<file path="config.mk">
export PLATFORM = sky130hd
export DESIGN_NAME = lbc_top
export DESIGN_NICKNAME = d
export VERILOG_FILES = /design/src/lbc_pkg.sv /design/src/lbc_write_buffer.sv /design/src/lbc_req_path.sv /design/src/lbc_bus_timer.sv /design/src/lbc_seq.sv /design/src/lbc_top.sv
export SDC_FILE = /design/constraint.sdc
export NUM_CORES = 1
export LEC_CHECK = 0
export ABC_AREA = 1
export BUFFER_PORTS_ARGS = -buffer_cell sky130_fd_sc_hd__buf_2
export CAP_MARGIN = 40
export CORE_ASPECT_RATIO = 1.75
export CORE_UTILIZATION = 55
export CTS_CLUSTER_SIZE = 16
export DETAILED_ROUTE_END_ITERATION = 16
export MAX_ROUTING_LAYER = met4
export PLACE_DENSITY = 0.84
export SYNTH_ARGS = -nofsm -noshare
export SYNTH_HDL_FRONTEND = slang
export SYNTH_HIERARCHICAL = 1
export SYNTH_SLANG_ARGS = --single-unit
</file>
<file path="constraint.sdc">
create_clock -name BUSCLK -period 3.8 [get_ports BUSCLK]
set_input_delay 0.76 -clock BUSCLK [delete_from_list [all_inputs] [get_ports BUSCLK]]
set_output_delay 0.76 -clock BUSCLK [all_outputs]
set_load 0.01 [all_outputs]
</file>
<file path="src/lbc_pkg.sv">
package lbc_pkg;

  typedef logic [31:0] addr_t;
  typedef logic [31:0] data_t;
  typedef logic [1:0]  size_t;
  typedef logic [3:0]  sel_t;
  typedef logic [1:0]  beat_t;

  localparam int LINE_BEATS = 4;
  localparam int WB_DEPTH   = 4;
  localparam int WB_TIMEOUT = 16;

  // Derived widths
  localparam int WB_PTR_W = $clog2(WB_DEPTH);
  localparam int WB_CNT_W = $clog2(WB_DEPTH + 1);
  localparam int TMR_W    = $clog2(WB_TIMEOUT);
  localparam int LINE_LSB = $clog2(LINE_BEATS) + 2;

  // Access size codes
  localparam size_t SZ_BYTE = 2'd0;
  localparam size_t SZ_HALF = 2'd1;
  localparam size_t SZ_WORD = 2'd2;

  // Current bus owner
  typedef enum logic [1:0] {
    SRC_NONE,
    SRC_IFETCH,
    SRC_DREAD,
    SRC_WRITE
  } src_e;

  typedef enum logic [1:0] {
    ST_IDLE,
    ST_BUS,
    ST_DONE
  } seq_state_e;

endpackage

</file>
<file path="src/lbc_write_buffer.sv">
module lbc_write_buffer
  import lbc_pkg::*;
(
  input  logic  BUSCLK,
  input  logic  arst_n,
  input  logic  push,
  input  addr_t push_addr,
  input  data_t push_data,
  input  size_t push_sz,
  input  logic  pop,
  input  addr_t cmp_addr,
  output addr_t head_addr,
  output data_t head_data,
  output size_t head_sz,
  output logic  wr_pending,
  output logic  wr_full,
  output logic  rd_hit
);

  addr_t               addr_mem [WB_DEPTH];
  data_t               data_mem [WB_DEPTH];
  size_t               sz_mem   [WB_DEPTH];
  logic [WB_DEPTH-1:0] valid;
  logic [WB_PTR_W-1:0] wr_ptr;
  logic [WB_PTR_W-1:0] rd_ptr;
  logic [WB_CNT_W-1:0] count;

  always_ff @(posedge BUSCLK)
  begin
    if (push)
    begin
      addr_mem[wr_ptr] <= push_addr;
      data_mem[wr_ptr] <= push_data;
      sz_mem[wr_ptr]   <= push_sz;
    end
  end

  always_ff @(posedge BUSCLK or negedge arst_n)
  begin
    if (!arst_n)
    begin
      wr_ptr <= '0;
      rd_ptr <= '0;
      count  <= '0;
      valid  <= '0;
    end
    else
    begin
      if (push)
      begin
        wr_ptr        <= wr_ptr + 1'b1;
        valid[wr_ptr] <= 1'b1;
      end
      if (pop)
      begin
        rd_ptr        <= rd_ptr + 1'b1;
        valid[rd_ptr] <= 1'b0;
      end
      if (push && !pop)
        count <= count + 1'b1;
      else if (pop && !push)
        count <= count - 1'b1;
    end
  end

  // Oldest entry drains first
  assign head_addr  = addr_mem[rd_ptr];
  assign head_data  = data_mem[rd_ptr];
  assign head_sz    = sz_mem[rd_ptr];
  assign wr_pending = (count != '0);
  assign wr_full    = (count == WB_CNT_W'(WB_DEPTH));

  // Line granular match, a refill returns every word of the line
  always_comb
  begin
    rd_hit = 1'b0;
    for (int i = 0; i < WB_DEPTH; i++)
    begin
      if (valid[i] && (addr_mem[i][31:LINE_LSB] == cmp_addr[31:LINE_LSB]))
        rd_hit = 1'b1;
    end
  end

endmodule

</file>
<file path="src/lbc_req_path.sv">
module lbc_req_path
  import lbc_pkg::*;
(
  input  logic  BUSCLK,
  input  logic  arst_n,
  input  logic  i_req,
  input  addr_t i_addr,
  input  logic  i_uc,
  input  logic  d_rd,
  input  addr_t d_addr,
  input  size_t d_sz,
  input  logic  d_uc,
  input  src_e  src,
  input  logic  start,
  input  beat_t beat,
  input  addr_t head_addr,
  input  data_t head_data,
  input  size_t head_sz,
  input  logic  wb_ack,
  input  data_t wb_dat_r,
  input  logic  finish,
  output logic  i_pend,
  output logic  d_pend,
  output logic  line,
  output addr_t rd_addr,
  output addr_t wb_adr,
  output sel_t  wb_sel,
  output logic  wb_we,
  output data_t wb_dat_w,
  output data_t rd_data,
  output logic  i_val,
  output logic  d_val
);

  addr_t i_addr_q;
  logic  i_uc_q;
  addr_t d_addr_q;
  size_t d_sz_q;
  logic  d_uc_q;
  logic  rd_open;

  function automatic sel_t lane_sel(addr_t a, size_t sz);
    case (sz)
      SZ_BYTE: lane_sel = sel_t'(4'b0001 << a[1:0]);
      SZ_HALF: lane_sel = a[1] ? 4'b1100 : 4'b0011;
      default: lane_sel = 4'b1111;
    endcase
  endfunction

  // CPU supplies write data in the low bits, copy it to every lane
  function automatic data_t lane_data(data_t d, size_t sz);
    case (sz)
      SZ_BYTE: lane_data = {4{d[7:0]}};
      SZ_HALF: lane_data = {2{d[15:0]}};
      default: lane_data = d;
    endcase
  endfunction

  function automatic addr_t bus_addr(addr_t a, logic is_line, beat_t b);
    if (is_line)
      bus_addr = {a[31:LINE_LSB], b, 2'b00};
    else
      bus_addr = {a[31:2], 2'b00};
  endfunction

  always_ff @(posedge BUSCLK)
  begin
    if (i_req)
    begin
      i_addr_q <= i_addr;
      i_uc_q   <= i_uc;
    end
    if (d_rd)
    begin
      d_addr_q <= d_addr;
      d_sz_q   <= d_sz;
      d_uc_q   <= d_uc;
    end
    if (rd_open && wb_ack && !wb_we)
      rd_data <= wb_dat_r;
  end

  // A new request in the finishing cycle wins over the clear
  always_ff @(posedge BUSCLK or negedge arst_n)
  begin
    if (!arst_n)
    begin
      i_pend  <= 1'b0;
      d_pend  <= 1'b0;
      rd_open <= 1'b0;
      i_val   <= 1'b0;
      d_val   <= 1'b0;
    end
    else
    begin
      if (finish && (src == SRC_IFETCH))
        i_pend <= 1'b0;
      if (i_req)
        i_pend <= 1'b1;
      if (finish && (src == SRC_DREAD))
        d_pend <= 1'b0;
      if (d_rd)
        d_pend <= 1'b1;
      if (start)
        rd_open <= 1'b1;
      else if (finish)
        rd_open <= 1'b0;
      i_val <= rd_open && wb_ack && (src == SRC_IFETCH);
      d_val <= rd_open && wb_ack && (src == SRC_DREAD);
    end
  end

  assign rd_addr = d_addr_q;

  always_comb
  begin
    line     = 1'b0;
    wb_adr   = '0;
    wb_sel   = '0;
    wb_we    = 1'b0;
    wb_dat_w = '0;
    case (src)
      SRC_IFETCH:
      begin
        line   = !i_uc_q;
        wb_adr = bus_addr(i_addr_q, line, beat);
        wb_sel = '1;
      end
      SRC_DREAD:
      begin
        line   = !d_uc_q;
        wb_adr = bus_addr(d_addr_q, line, beat);
        // Uncached reads only enable the addressed lanes
        wb_sel = line ? sel_t'('1) : lane_sel(d_addr_q, d_sz_q);
      end
      SRC_WRITE:
      begin
        wb_adr   = bus_addr(head_addr, 1'b0, beat);
        wb_sel   = lane_sel(head_addr, head_sz);
        wb_we    = 1'b1;
        wb_dat_w = lane_data(head_data, head_sz);
      end
      default:
      begin
        line = 1'b0;
      end
    endcase
  end

endmodule

</file>
<file path="src/lbc_bus_timer.sv">
module lbc_bus_timer
  import lbc_pkg::*;
(
  input  logic  BUSCLK,
  input  logic  arst_n,
  input  logic  start,
  input  logic  bus_active,
  input  logic  wb_ack,
  input  logic  line,
  output beat_t beat,
  output logic  last,
  output logic  timeout
);

  logic [TMR_W-1:0] wait_cnt;

  always_ff @(posedge BUSCLK or negedge arst_n)
  begin
    if (!arst_n)
    begin
      beat     <= '0;
      wait_cnt <= '0;
    end
    else if (start)
    begin
      beat     <= '0;
      wait_cnt <= '0;
    end
    else if (bus_active)
    begin
      if (wb_ack)
      begin
        beat     <= beat + 1'b1;
        wait_cnt <= '0;
      end
      else
        wait_cnt <= wait_cnt + 1'b1;
    end
  end

  assign last = line ? (beat == beat_t'(LINE_BEATS - 1)) : (beat == '0);

  // An acknowledge in the final cycle still counts
  assign timeout = bus_active && !wb_ack && (wait_cnt == TMR_W'(WB_TIMEOUT - 1));

endmodule

</file>
<file path="src/lbc_seq.sv">
module lbc_seq
  import lbc_pkg::*;
(
  input  logic BUSCLK,
  input  logic arst_n,
  input  logic i_pend,
  input  logic d_pend,
  input  logic rd_hit,
  input  logic wr_pending,
  input  logic wb_ack,
  input  logic last,
  input  logic timeout,
  output src_e src,
  output logic start,
  output logic bus_active,
  output logic finish,
  output logic wb_cyc,
  output logic wb_stb,
  output logic i_done,
  output logic d_done,
  output logic bus_err,
  output logic wr_err
);

  seq_state_e state;
  src_e       src_nxt;
  logic       err_q;

  // Fixed priority, older writes to the read line drain first
  always_comb
  begin
    src_nxt = SRC_NONE;
    if (d_pend && rd_hit && wr_pending)
      src_nxt = SRC_WRITE;
    else if (i_pend)
      src_nxt = SRC_IFETCH;
    else if (d_pend)
      src_nxt = SRC_DREAD;
    else if (wr_pending)
      src_nxt = SRC_WRITE;
  end

  assign start      = (state == ST_IDLE) && (src_nxt != SRC_NONE);
  assign bus_active = (state == ST_BUS);
  assign wb_cyc     = bus_active;
  assign wb_stb     = bus_active;
  assign finish     = (state == ST_DONE);

  // Done aligns with the registered val of the last beat
  assign i_done  = finish && (src == SRC_IFETCH);
  assign d_done  = finish && (src == SRC_DREAD);
  assign bus_err = finish && err_q && (src != SRC_WRITE);
  assign wr_err  = finish && err_q && (src == SRC_WRITE);

  always_ff @(posedge BUSCLK or negedge arst_n)
  begin
    if (!arst_n)
    begin
      state <= ST_IDLE;
      src   <= SRC_NONE;
      err_q <= 1'b0;
    end
    else
    begin
      case (state)
        ST_IDLE:
        begin
          if (start)
          begin
            state <= ST_BUS;
            src   <= src_nxt;
            err_q <= 1'b0;
          end
        end
        ST_BUS:
        begin
          if (wb_ack && last)
            state <= ST_DONE;
          else if (timeout)
          begin
            state <= ST_DONE;
            err_q <= 1'b1;
          end
        end
        ST_DONE:
        begin
          state <= ST_IDLE;
          src   <= SRC_NONE;
        end
        default:
          state <= ST_IDLE;
      endcase
    end
  end

endmodule

</file>
<file path="src/lbc_top.sv">
module lbc_top
  import lbc_pkg::*;
(
  input  logic  BUSCLK,
  input  logic  arst_n,
  input  logic  i_req,
  input  addr_t i_addr,
  input  logic  i_uc,
  output logic  i_val,
  output logic  i_done,
  output data_t rd_data,
  output logic  bus_err,
  input  logic  d_rd,
  input  addr_t d_addr,
  input  size_t d_sz,
  input  logic  d_uc,
  output logic  d_val,
  output logic  d_done,
  input  logic  d_wr,
  input  data_t d_wdata,
  output logic  wr_full,
  output logic  wr_err,
  output logic  wb_cyc,
  output logic  wb_stb,
  output logic  wb_we,
  output addr_t wb_adr,
  output sel_t  wb_sel,
  output data_t wb_dat_w,
  input  data_t wb_dat_r,
  input  logic  wb_ack
);

  src_e  src;
  logic  start;
  logic  bus_active;
  logic  finish;
  logic  i_pend;
  logic  d_pend;
  logic  line;
  addr_t rd_addr;
  logic  wr_pending;
  logic  rd_hit;
  logic  pop;
  addr_t head_addr;
  data_t head_data;
  size_t head_sz;
  beat_t beat;
  logic  last;
  logic  timeout;

  // Write entry leaves on its acknowledge or is dropped on timeout
  assign pop = (src == SRC_WRITE) && ((wb_cyc && wb_ack) || timeout);

  lbc_write_buffer u_write_buffer (
    .BUSCLK     (BUSCLK),
    .arst_n     (arst_n),
    .push       (d_wr),
    .push_addr  (d_addr),
    .push_data  (d_wdata),
    .push_sz    (d_sz),
    .pop        (pop),
    .cmp_addr   (rd_addr),
    .head_addr  (head_addr),
    .head_data  (head_data),
    .head_sz    (head_sz),
    .wr_pending (wr_pending),
    .wr_full    (wr_full),
    .rd_hit     (rd_hit)
  );

  lbc_req_path u_req_path (
    .BUSCLK    (BUSCLK),
    .arst_n    (arst_n),
    .i_req     (i_req),
    .i_addr    (i_addr),
    .i_uc      (i_uc),
    .d_rd      (d_rd),
    .d_addr    (d_addr),
    .d_sz      (d_sz),
    .d_uc      (d_uc),
    .src       (src),
    .start     (start),
    .beat      (beat),
    .head_addr (head_addr),
    .head_data (head_data),
    .head_sz   (head_sz),
    .wb_ack    (wb_ack),
    .wb_dat_r  (wb_dat_r),
    .finish    (finish),
    .i_pend    (i_pend),
    .d_pend    (d_pend),
    .line      (line),
    .rd_addr   (rd_addr),
    .wb_adr    (wb_adr),
    .wb_sel    (wb_sel),
    .wb_we     (wb_we),
    .wb_dat_w  (wb_dat_w),
    .rd_data   (rd_data),
    .i_val     (i_val),
    .d_val     (d_val)
  );

  lbc_bus_timer u_bus_timer (
    .BUSCLK     (BUSCLK),
    .arst_n     (arst_n),
    .start      (start),
    .bus_active (bus_active),
    .wb_ack     (wb_ack),
    .line       (line),
    .beat       (beat),
    .last       (last),
    .timeout    (timeout)
  );

  lbc_seq u_seq (
    .BUSCLK     (BUSCLK),
    .arst_n     (arst_n),
    .i_pend     (i_pend),
    .d_pend     (d_pend),
    .rd_hit     (rd_hit),
    .wr_pending (wr_pending),
    .wb_ack     (wb_ack),
    .last       (last),
    .timeout    (timeout),
    .src        (src),
    .start      (start),
    .bus_active (bus_active),
    .finish     (finish),
    .wb_cyc     (wb_cyc),
    .wb_stb     (wb_stb),
    .i_done     (i_done),
    .d_done     (d_done),
    .bus_err    (bus_err),
    .wr_err     (wr_err)
  );

endmodule

</file>
**Word-level counts from Yosys, hierarchy flattened**

Memory sizes are Yosys's and may differ from the RTL's.
Index checks and enable logic that the tools add are counted.

- Add/sub/neg operators: 6
- Order comparisons: 4
- Equality and inequality tests: 19
- Shifts and indexed selects: 2
- Mux-type cells: 54
- Bitwise operators: 3
- Reductions and logical operators: 50

Operators by type and width:

| cell | number |
|---|---|
| $eq A28 B28 Y1 | 4 |
| $pmux W32 S3 | 1 |
| $pmux W32 S2 | 1 |
| $mux W4 | 10 |
| $mux W32 | 1 |
| $logic_and A1 B1 Y1 | 25 |
| $mux W2 | 11 |
| $mux W1 | 19 |
| $reduce_bool A2 Y1 | 9 |
| $pmux W4 S2 | 2 |
| $pmux W4 S3 | 1 |
| $eq A2 B1 Y1 const B | 4 |
| $eq A2 B2 Y1 const B | 4 |
| $logic_not A2 Y1 | 4 |
| $pmux W2 S2 | 2 |
| $shl A1 B2 Y4 const A | 2 |
| $add A2 B1 Y2 const B | 3 |
| $logic_not A1 Y1 | 6 |
| $lt A2 B3 Y1 const B | 2 |
| $mux W3 | 2 |
| $ne A2 B2 Y1 const B | 3 |
| $reduce_and A2 Y1 | 3 |
| $add A4 B1 Y4 const B | 1 |
| $and A4 B4 Y4 | 1 |
| other kinds (14) | 17 |

- Flip-flop bits (word level): 127
- Bits in writable memories: 264
- Output and inout bits: 110
- Word-level logic and storage cells: 161
- Memories: 3

Memory list:

| name | words | width | read ports | clocked after memory_dff | wr ports | line | RTL |
|---|---|---|---|---|---|---|---|
| u_write_buffer.addr_mem | 4 | 32 | 5 | 0 | 1 | lbc_write_buffer.sv:20 | `addr_t addr_mem [WB_DEPTH];` |
| u_write_buffer.data_mem | 4 | 32 | 1 | 0 | 1 | lbc_write_buffer.sv:21 | `data_t data_mem [WB_DEPTH];` |
| u_write_buffer.sz_mem | 4 | 2 | 1 | 0 | 1 | lbc_write_buffer.sv:22 | `size_t sz_mem [WB_DEPTH];` |

**Depth between registers and ports, before layout**

- Depth after elaboration: 13
- Gate-level depth with buffers: 14
- Mapped depth without buffers: 14

**By module**

Netlist, hierarchy kept.

By module, submodules not included:

| module | instances | cells an instance | area an instance (um2) | sequential area each (um2) |
|---|---|---|---|---|
| lbc_write_buffer | 1 | 1196 | 12288.0 | 8202.9 |
| lbc_req_path | 1 | 466 | 4629.4 | 3067.9 |
| lbc_bus_timer | 1 | 41 | 371.6 | 150.1 |
| lbc_seq | 1 | 45 | 322.8 | 125.1 |
| lbc_top | 1 | 4 | 20.0 | 0.0 |

**Worst setup path after synthesis**

No wires, ideal clock.

- Path type: reg-to-reg
- From: register u_seq.src[1]
- To: register u_req_path.rd_data[0], enable pin
- Arrival: 2.524 ns
- Data required time: 3.379 ns
- Slack: 0.855 ns
- Cell stages (with the launch flop): 6
- Cells stage by stage: dfrtp_1 > ha_1 > buf_2 > buf_4 > buf_6 > nor2_1

- Cells in the longest elaborated chain, start to end: 4

Ends and longest elaborated chain:

| element | line | RTL |
|---|---|---|
| from (decl) | lbc_seq.sv:13 | `output src_e src,` |
| from (signal assigned) | lbc_seq.sv:71 | `src <= src_nxt;` |
| $eq A2 B2 Y1 | lbc_req_path.sv:122 | `case (src)` |
| $mux W1 | lbc_req_path.sv:122 |  |
| named net wb_we | lbc_top.sv:25 | `output logic wb_we,` |
| $logic_not A1 Y1 | lbc_req_path.sv:79 | `if (rd_open && wb_ack && !wb_we)` |
| $logic_and A1 B1 Y1 | lbc_req_path.sv:79 |  |
| to (signal assigned) | lbc_req_path.sv:80 | `rd_data <= wb_dat_r;` |
| to (decl) | lbc_req_path.sv:30 | `output data_t rd_data,` |

The timed path passes the listed nets, and every way through them passes these cells.
A chain may end at the register's enable or synchronous reset.

**Worst setup path in the final report**

- From: register u_write_buffer.rd_ptr[0]
- To: output port wb_sel[3]

- Cells in the longest elaborated chain, start to end: 4
- Elaborated cells on any way between the ends: 8
- Those cells by class: 1 x eq/ne; 1 x shift; 3 x mux; 1 x reduce/logical; 2 x memory

Ends and longest elaborated chain:

| element | line | RTL |
|---|---|---|
| from (decl) | lbc_write_buffer.sv:25 | `logic [WB_PTR_W-1:0] rd_ptr;` |
| from (signal assigned) | lbc_write_buffer.sv:56 | `rd_ptr <= rd_ptr + 1'b1;` |
| $mem_v2 Z4 W32 (*) | -- |  |
| named net head_addr[1] | lbc_top.sv:44 | `addr_t head_addr;` |
| $mux W4 / $shl A1 B2 Y4 (equally long branches) | lbc_req_path.sv:45, lbc_req_path.sv:44 |  |
| $pmux W4 S2 (*) | lbc_req_path.sv:43 | `case (sz)` |
| $pmux W4 S3 (*) | lbc_req_path.sv:122 |  |
| to (decl) | lbc_top.sv:27 | `output sel_t wb_sel,` |

The timed path passes the listed nets; every way through them passes the cells marked *.

==> run_summary.xml <==
<?xml version="1.0" encoding="UTF-8"?>
<metrics>
  <group name="clock_network">
    <metric name="root_buffer" unit="">sky130_fd_sc_hd__clkbuf_16</metric>
    <metric name="cts_buffers" unit="">36</metric>
    <metric name="clk_path_buf_depth" unit="">3</metric>
    <metric name="cts_tree" unit="">yes</metric>
    <metric name="worst_skew_late_latency" unit="ns">0.54</metric>
    <metric name="clock_net_sink_count" unit="">389</metric>
    <metric name="clk_transition_reported_paths" unit="ns">0.07</metric>
    <metric name="htreeDepth" unit="">2</metric>
  </group>
  <group name="synthesis">
    <metric name="synth_flop_cell" unit="">sky130_fd_sc_hd__edfxtp_1</metric>
    <metric name="most_common_cell_in_the_netlist" unit="">sky130_fd_sc_hd__nand2_1</metric>
    <metric name="asyncSetResetFlopFracSynth" unit="%">6.94</metric>
    <metric name="synthesized_area_fraction_occupied_by_ao_oa_aoi_and_oai_cells" unit="%">9.34</metric>
    <metric name="postSynthAreaPerCell" unit="um^2">10.1</metric>
    <metric name="count_of_state_elements_after_synthesis" unit="">389</metric>
    <metric name="synthAdderAreaFrac" unit="%">1.25</metric>
    <metric name="synthDominantAreaCellType" unit="">sky130_fd_sc_hd__edfxtp_1</metric>
    <metric name="synth_top_cell_area_share" unit="%">61.7</metric>
    <metric name="postSynthCellCount" unit="">1752</metric>
    <metric name="ys_seq_area_share" unit="%">65.5</metric>
    <metric name="mapped_cell_area" unit="um^2">17600</metric>
    <metric name="synthXorXnorAreaFrac" unit="%">0.745</metric>
    <metric name="synth_top_family_by_area" unit="">simple AND/OR/NAND/NOR gates</metric>
    <metric name="netlist_top_cells_count" unit="">sky130_fd_sc_hd__nand2_1, sky130_fd_sc_hd__edfxtp_1, sky130_fd_sc_hd__nor2_1</metric>
    <metric name="synth_top_cells_by_area" unit="">sky130_fd_sc_hd__edfxtp_1, sky130_fd_sc_hd__nand2_1, sky130_fd_sc_hd__o21ai_0</metric>
    <metric name="yosys_cell_types" unit="">37</metric>
    <metric name="synth-edff-count" unit="">362</metric>
    <metric name="ys_warn_count" unit="">6</metric>
    <metric name="fraction_of_synthesized_area_in_multiplexers" unit="%">0.128</metric>
    <metric name="synth-simple-area-share" unit="%">16.8</metric>
  </group>
  <group name="critical_path">
    <metric name="timing.critical_path.arrival" unit="ns">2.80</metric>
    <metric name="timing.critical_path.mode_cell" unit="">sky130_fd_sc_hd__nand2_1</metric>
    <metric name="critical-path-slowest-cell" unit="">sky130_fd_sc_hd__dfrtp_4</metric>
    <metric name="slowest_delay" unit="ns">0.62</metric>
    <metric name="critical_path_cell_by_cell" unit="">inv_6, buf_4, o21ai_0, o22ai_1, o21ai_0, nand2_1, nand2_1, nand2_1, nand2_1, nand2_1, buf_2</metric>
    <metric name="cp_data_required_time" unit="ns">3.04</metric>
    <metric name="critical_path_fanouts_max" unit="">27</metric>
    <metric name="critical_path.endpoint_type" unit="">output port</metric>
    <metric name="timing.setup.critical_path_class" unit="">register to output port</metric>
    <metric name="setup.worst_path.start_class" unit="">register</metric>
  </group>
  <group name="layout">
    <metric name="finalNonFillerCells" unit="">2420</metric>
    <metric name="share_of_post_route_cells_with_drive_strength_above_1" unit="%">18.5</metric>
    <metric name="fill_cell_total_of_the_finished_layout" unit="">2445</metric>
    <metric name="multiInputGateArea" unit="um^2">5010</metric>
    <metric name="post_route_core_utilization" unit="%">65.2</metric>
    <metric name="area_growth" unit="%">16.5</metric>
    <metric name="fin_nets" unit="">2144</metric>
    <metric name="layout.area.seq" unit="um^2">11500</metric>
  </group>
  <group name="timing">
    <metric name="setup_viol" unit="">0</metric>
    <metric name="rsz0062_at_grt" unit="">no</metric>
    <metric name="final.setup.tns" unit="ns">0</metric>
    <metric name="number_of_hold_slack_violations_in_the_final_timing_report" unit="">0</metric>
    <metric name="fin_crit_sh" unit="%">93.7</metric>
    <metric name="relSlewSlack" unit="%">50.9</metric>
    <metric name="timing.fmax" unit="GHz">0.281</metric>
    <metric name="final_period_minus_worst_setup_slack" unit="ns">3.56</metric>
    <metric name="slew_of_the_pin_with_the_lowest_slew_margin" unit="ns">0.736</metric>
    <metric name="finalMaxSlewViolations" unit="">0</metric>
    <metric name="fin_worst_skew" unit="ns">0.0147</metric>
  </group>
  <group name="power">
    <metric name="power.density_cell_area" unit="nW/um^2">659</metric>
    <metric name="peakVddDrop" unit="uV">578</metric>
    <metric name="p_leak" unit="nW">8.83</metric>
  </group>
  <group name="placement">
    <metric name="place.port_buffers" unit="">243</metric>
    <metric name="finalWeightedCongestion" unit="">0.969</metric>
    <metric name="dp_hpwl" unit="um">33500</metric>
    <metric name="dp.cells" unit="">2345</metric>
  </group>
  <group name="outcome">
    <metric name="outcome" unit="">completed</metric>
  </group>
  <group name="drt">
    <metric name="route.detailed.drc" unit="">0</metric>
    <metric name="drtAntennaViolNets" unit="">0</metric>
    <metric name="detailroute.via_count" unit="">13600</metric>
    <metric name="drt-pass1-iter-count" unit="">5</metric>
    <metric name="viasPerCell" unit="">5.62</metric>
    <metric name="drt_wl_total" unit="um">49100</metric>
    <metric name="drt-wirelength-per-cell" unit="um">20.3</metric>
    <metric name="drt-initial-drc-count" unit="">1107</metric>
  </group>
  <group name="global_route">
    <metric name="grt_util_all_layers" unit="%">30.9</metric>
    <metric name="initial_antenna_violation_count" unit="">10</metric>
    <metric name="first_global_vias" unit="">13200</metric>
    <metric name="grt_first_pass_wirelength" unit="um">71900</metric>
    <metric name="grt_max_degree" unit="">82</metric>
    <metric name="global_route.overflow_total" unit="">0</metric>
  </group>
  <group name="floorplan">
    <metric name="floorplan.core_area" unit="um^2">31500</metric>
    <metric name="row_count" unit="">86</metric>
    <metric name="fp.dieH" unit="um">239</metric>
    <metric name="io_pins" unit="">248</metric>
    <metric name="die_width" unit="um">137</metric>
    <metric name="initial_core_util" unit="%">55.9</metric>
    <metric name="dieArea" unit="um^2">32800</metric>
  </group>
  <group name="worst_hold_path">
    <metric name="timing.hold.worst.class" unit="">input pin to async pin</metric>
  </group>
  <group name="flow_run">
    <metric name="maxCapViolations" unit="">0</metric>
  </group>
</metrics>
-- final timing paths --
kind                                          startpoint                  endpoint  slack (ns)  cells after the start
min in group BUSCLK                            i_addr[8]    u_req_path/i_addr_q[8]        0.39                      1
worst max register to register            u_seq/state[0]   u_write_buffer/count[1]        1.11                     12
worst min-delay path                              arst_n          u_req_path/i_val        0.25                      1
worst max-delay path            u_write_buffer/rd_ptr[0]                 wb_sel[3]        0.24                     11
worst min register to register   u_bus_timer/wait_cnt[2]   u_bus_timer/wait_cnt[2]        0.52                      2
max in group asynchronous                         arst_n  u_write_buffer/rd_ptr[0]        3.05                      1
-- kinds of logic after synthesis --
| group | after synthesis |
|---|---|
| simple gates | 761 |
| flops | 389 |
| compound gates | 306 |
| buf+inv | 261 |
| fa+ha+maj | 17 |
| xor+xnor | 15 |
| mux | 2 |
| other cells | 1 |
-- layout by cell type (no fill, tap or decap), drive strengths merged --
master | netlist | final
nand2 | 492 | 492
edfxtp | 362 | 362
buf | 49 | 267
nor2 | 218 | 218
inv | 191 | 194
o21ai | 175 | 175
a21oi | 75 | 75
nand3 | 45 | 45
clkbuf | 21 | 43
o22ai | 41 | 41
dfrtp | 27 | 27
ha | 16 | 16
o211ai | 11 | 11
clkinv | 0 | 10
xnor2 | 9 | 9
diode | 0 | 8
clkinvlp | 0 | 6
xor2 | 6 | 6
bufinv | 0 | 4
nor3 | 4 | 4
mux2 | 2 | 2
a21o | 2 | 2
conb | 1 | 2
and3 | 1 | 1
and2 | 1 | 1
o21bai | 1 | 1
a21boi | 1 | 1
fa | 1 | 1
-- report_power, final --
group | leakage, nW | switching (W) | internal, W | total [W]
Combinational | 4.57 | 0.00275 | 0.00119 | 0.00394
Clock | 0.568 | 0.00159 | 0.00208 | 0.00367
Sequential | 3.69 | 0.000384 | 0.00554 | 0.00592
Total | 8.83 | 0.00472 | 0.00881 | 0.0135
-- metal layers --
layer | part of all wire, % | global-route usage [%] | up-vias
met5 | 0 | - | -
li1 | - | - | 6321
met3 | 6.9 | 4.09 | 165
met1 | 34 | 32.4 | 6411
met4 | 5.9 | 16.9 | 0
met2 | 54 | 55.0 | 696
-- through the flow --
step                      hold WS [ns]  total power, W  cell area (um^2)  setup slack (ns)
after floorplan                  0.442         0.00839             17600             0.855
after global placement           0.460         0.00967             19200             0.626
after detailed placement         0.467         0.00982             19300             0.594
after CTS                        0.247          0.0135             20500            0.0166
after global routing             0.282          0.0141             20500            0.0448
final                            0.252          0.0135             20500             0.240
-- final cells by class --
cell class	instances	share of cell area, %
Clock inverter	23	1.20
Inverter	191	3.53
Antenna cell	8	0.0975
Clock buffer	42	4.60
Multi-Input combinational cell	1103	24.4
Tap cell	396	2.41
Sequential cell	389	56.2
Timing Repair Buffer	268	7.56
-- critical path, delay by kind of cell, from the launching register on --
kind | cells | cell delay [ns]
AO/OA/AOI/OAI | 3 | 0.55
flip-flops | 1 | 0.62
AND/OR/NAND/NOR | 5 | 0.37
buffers and inverters | 3 | 0.71
-- state kept, by name, summed over array words and instances (netlist names), 3 cells and up --
register	count
u_write_buffer/addr_mem	128
u_write_buffer/sz_mem	8
u_req_path/rd_addr	32
u_write_buffer/count	3
u_write_buffer/valid	4
u_bus_timer/wait_cnt	4
u_write_buffer/data_mem	128
u_req_path/i_addr_q	30
u_req_path/rd_data	32
-- repair_timing --
action / 4_1_cts / 5_1_grt
buffers inserted: 0 / 1
resized for setup: 0 / 6
hold buffers: 0 / 0
endpoints found under the setup margin: 0 / 20
Power figures use the tool's default switching activity.
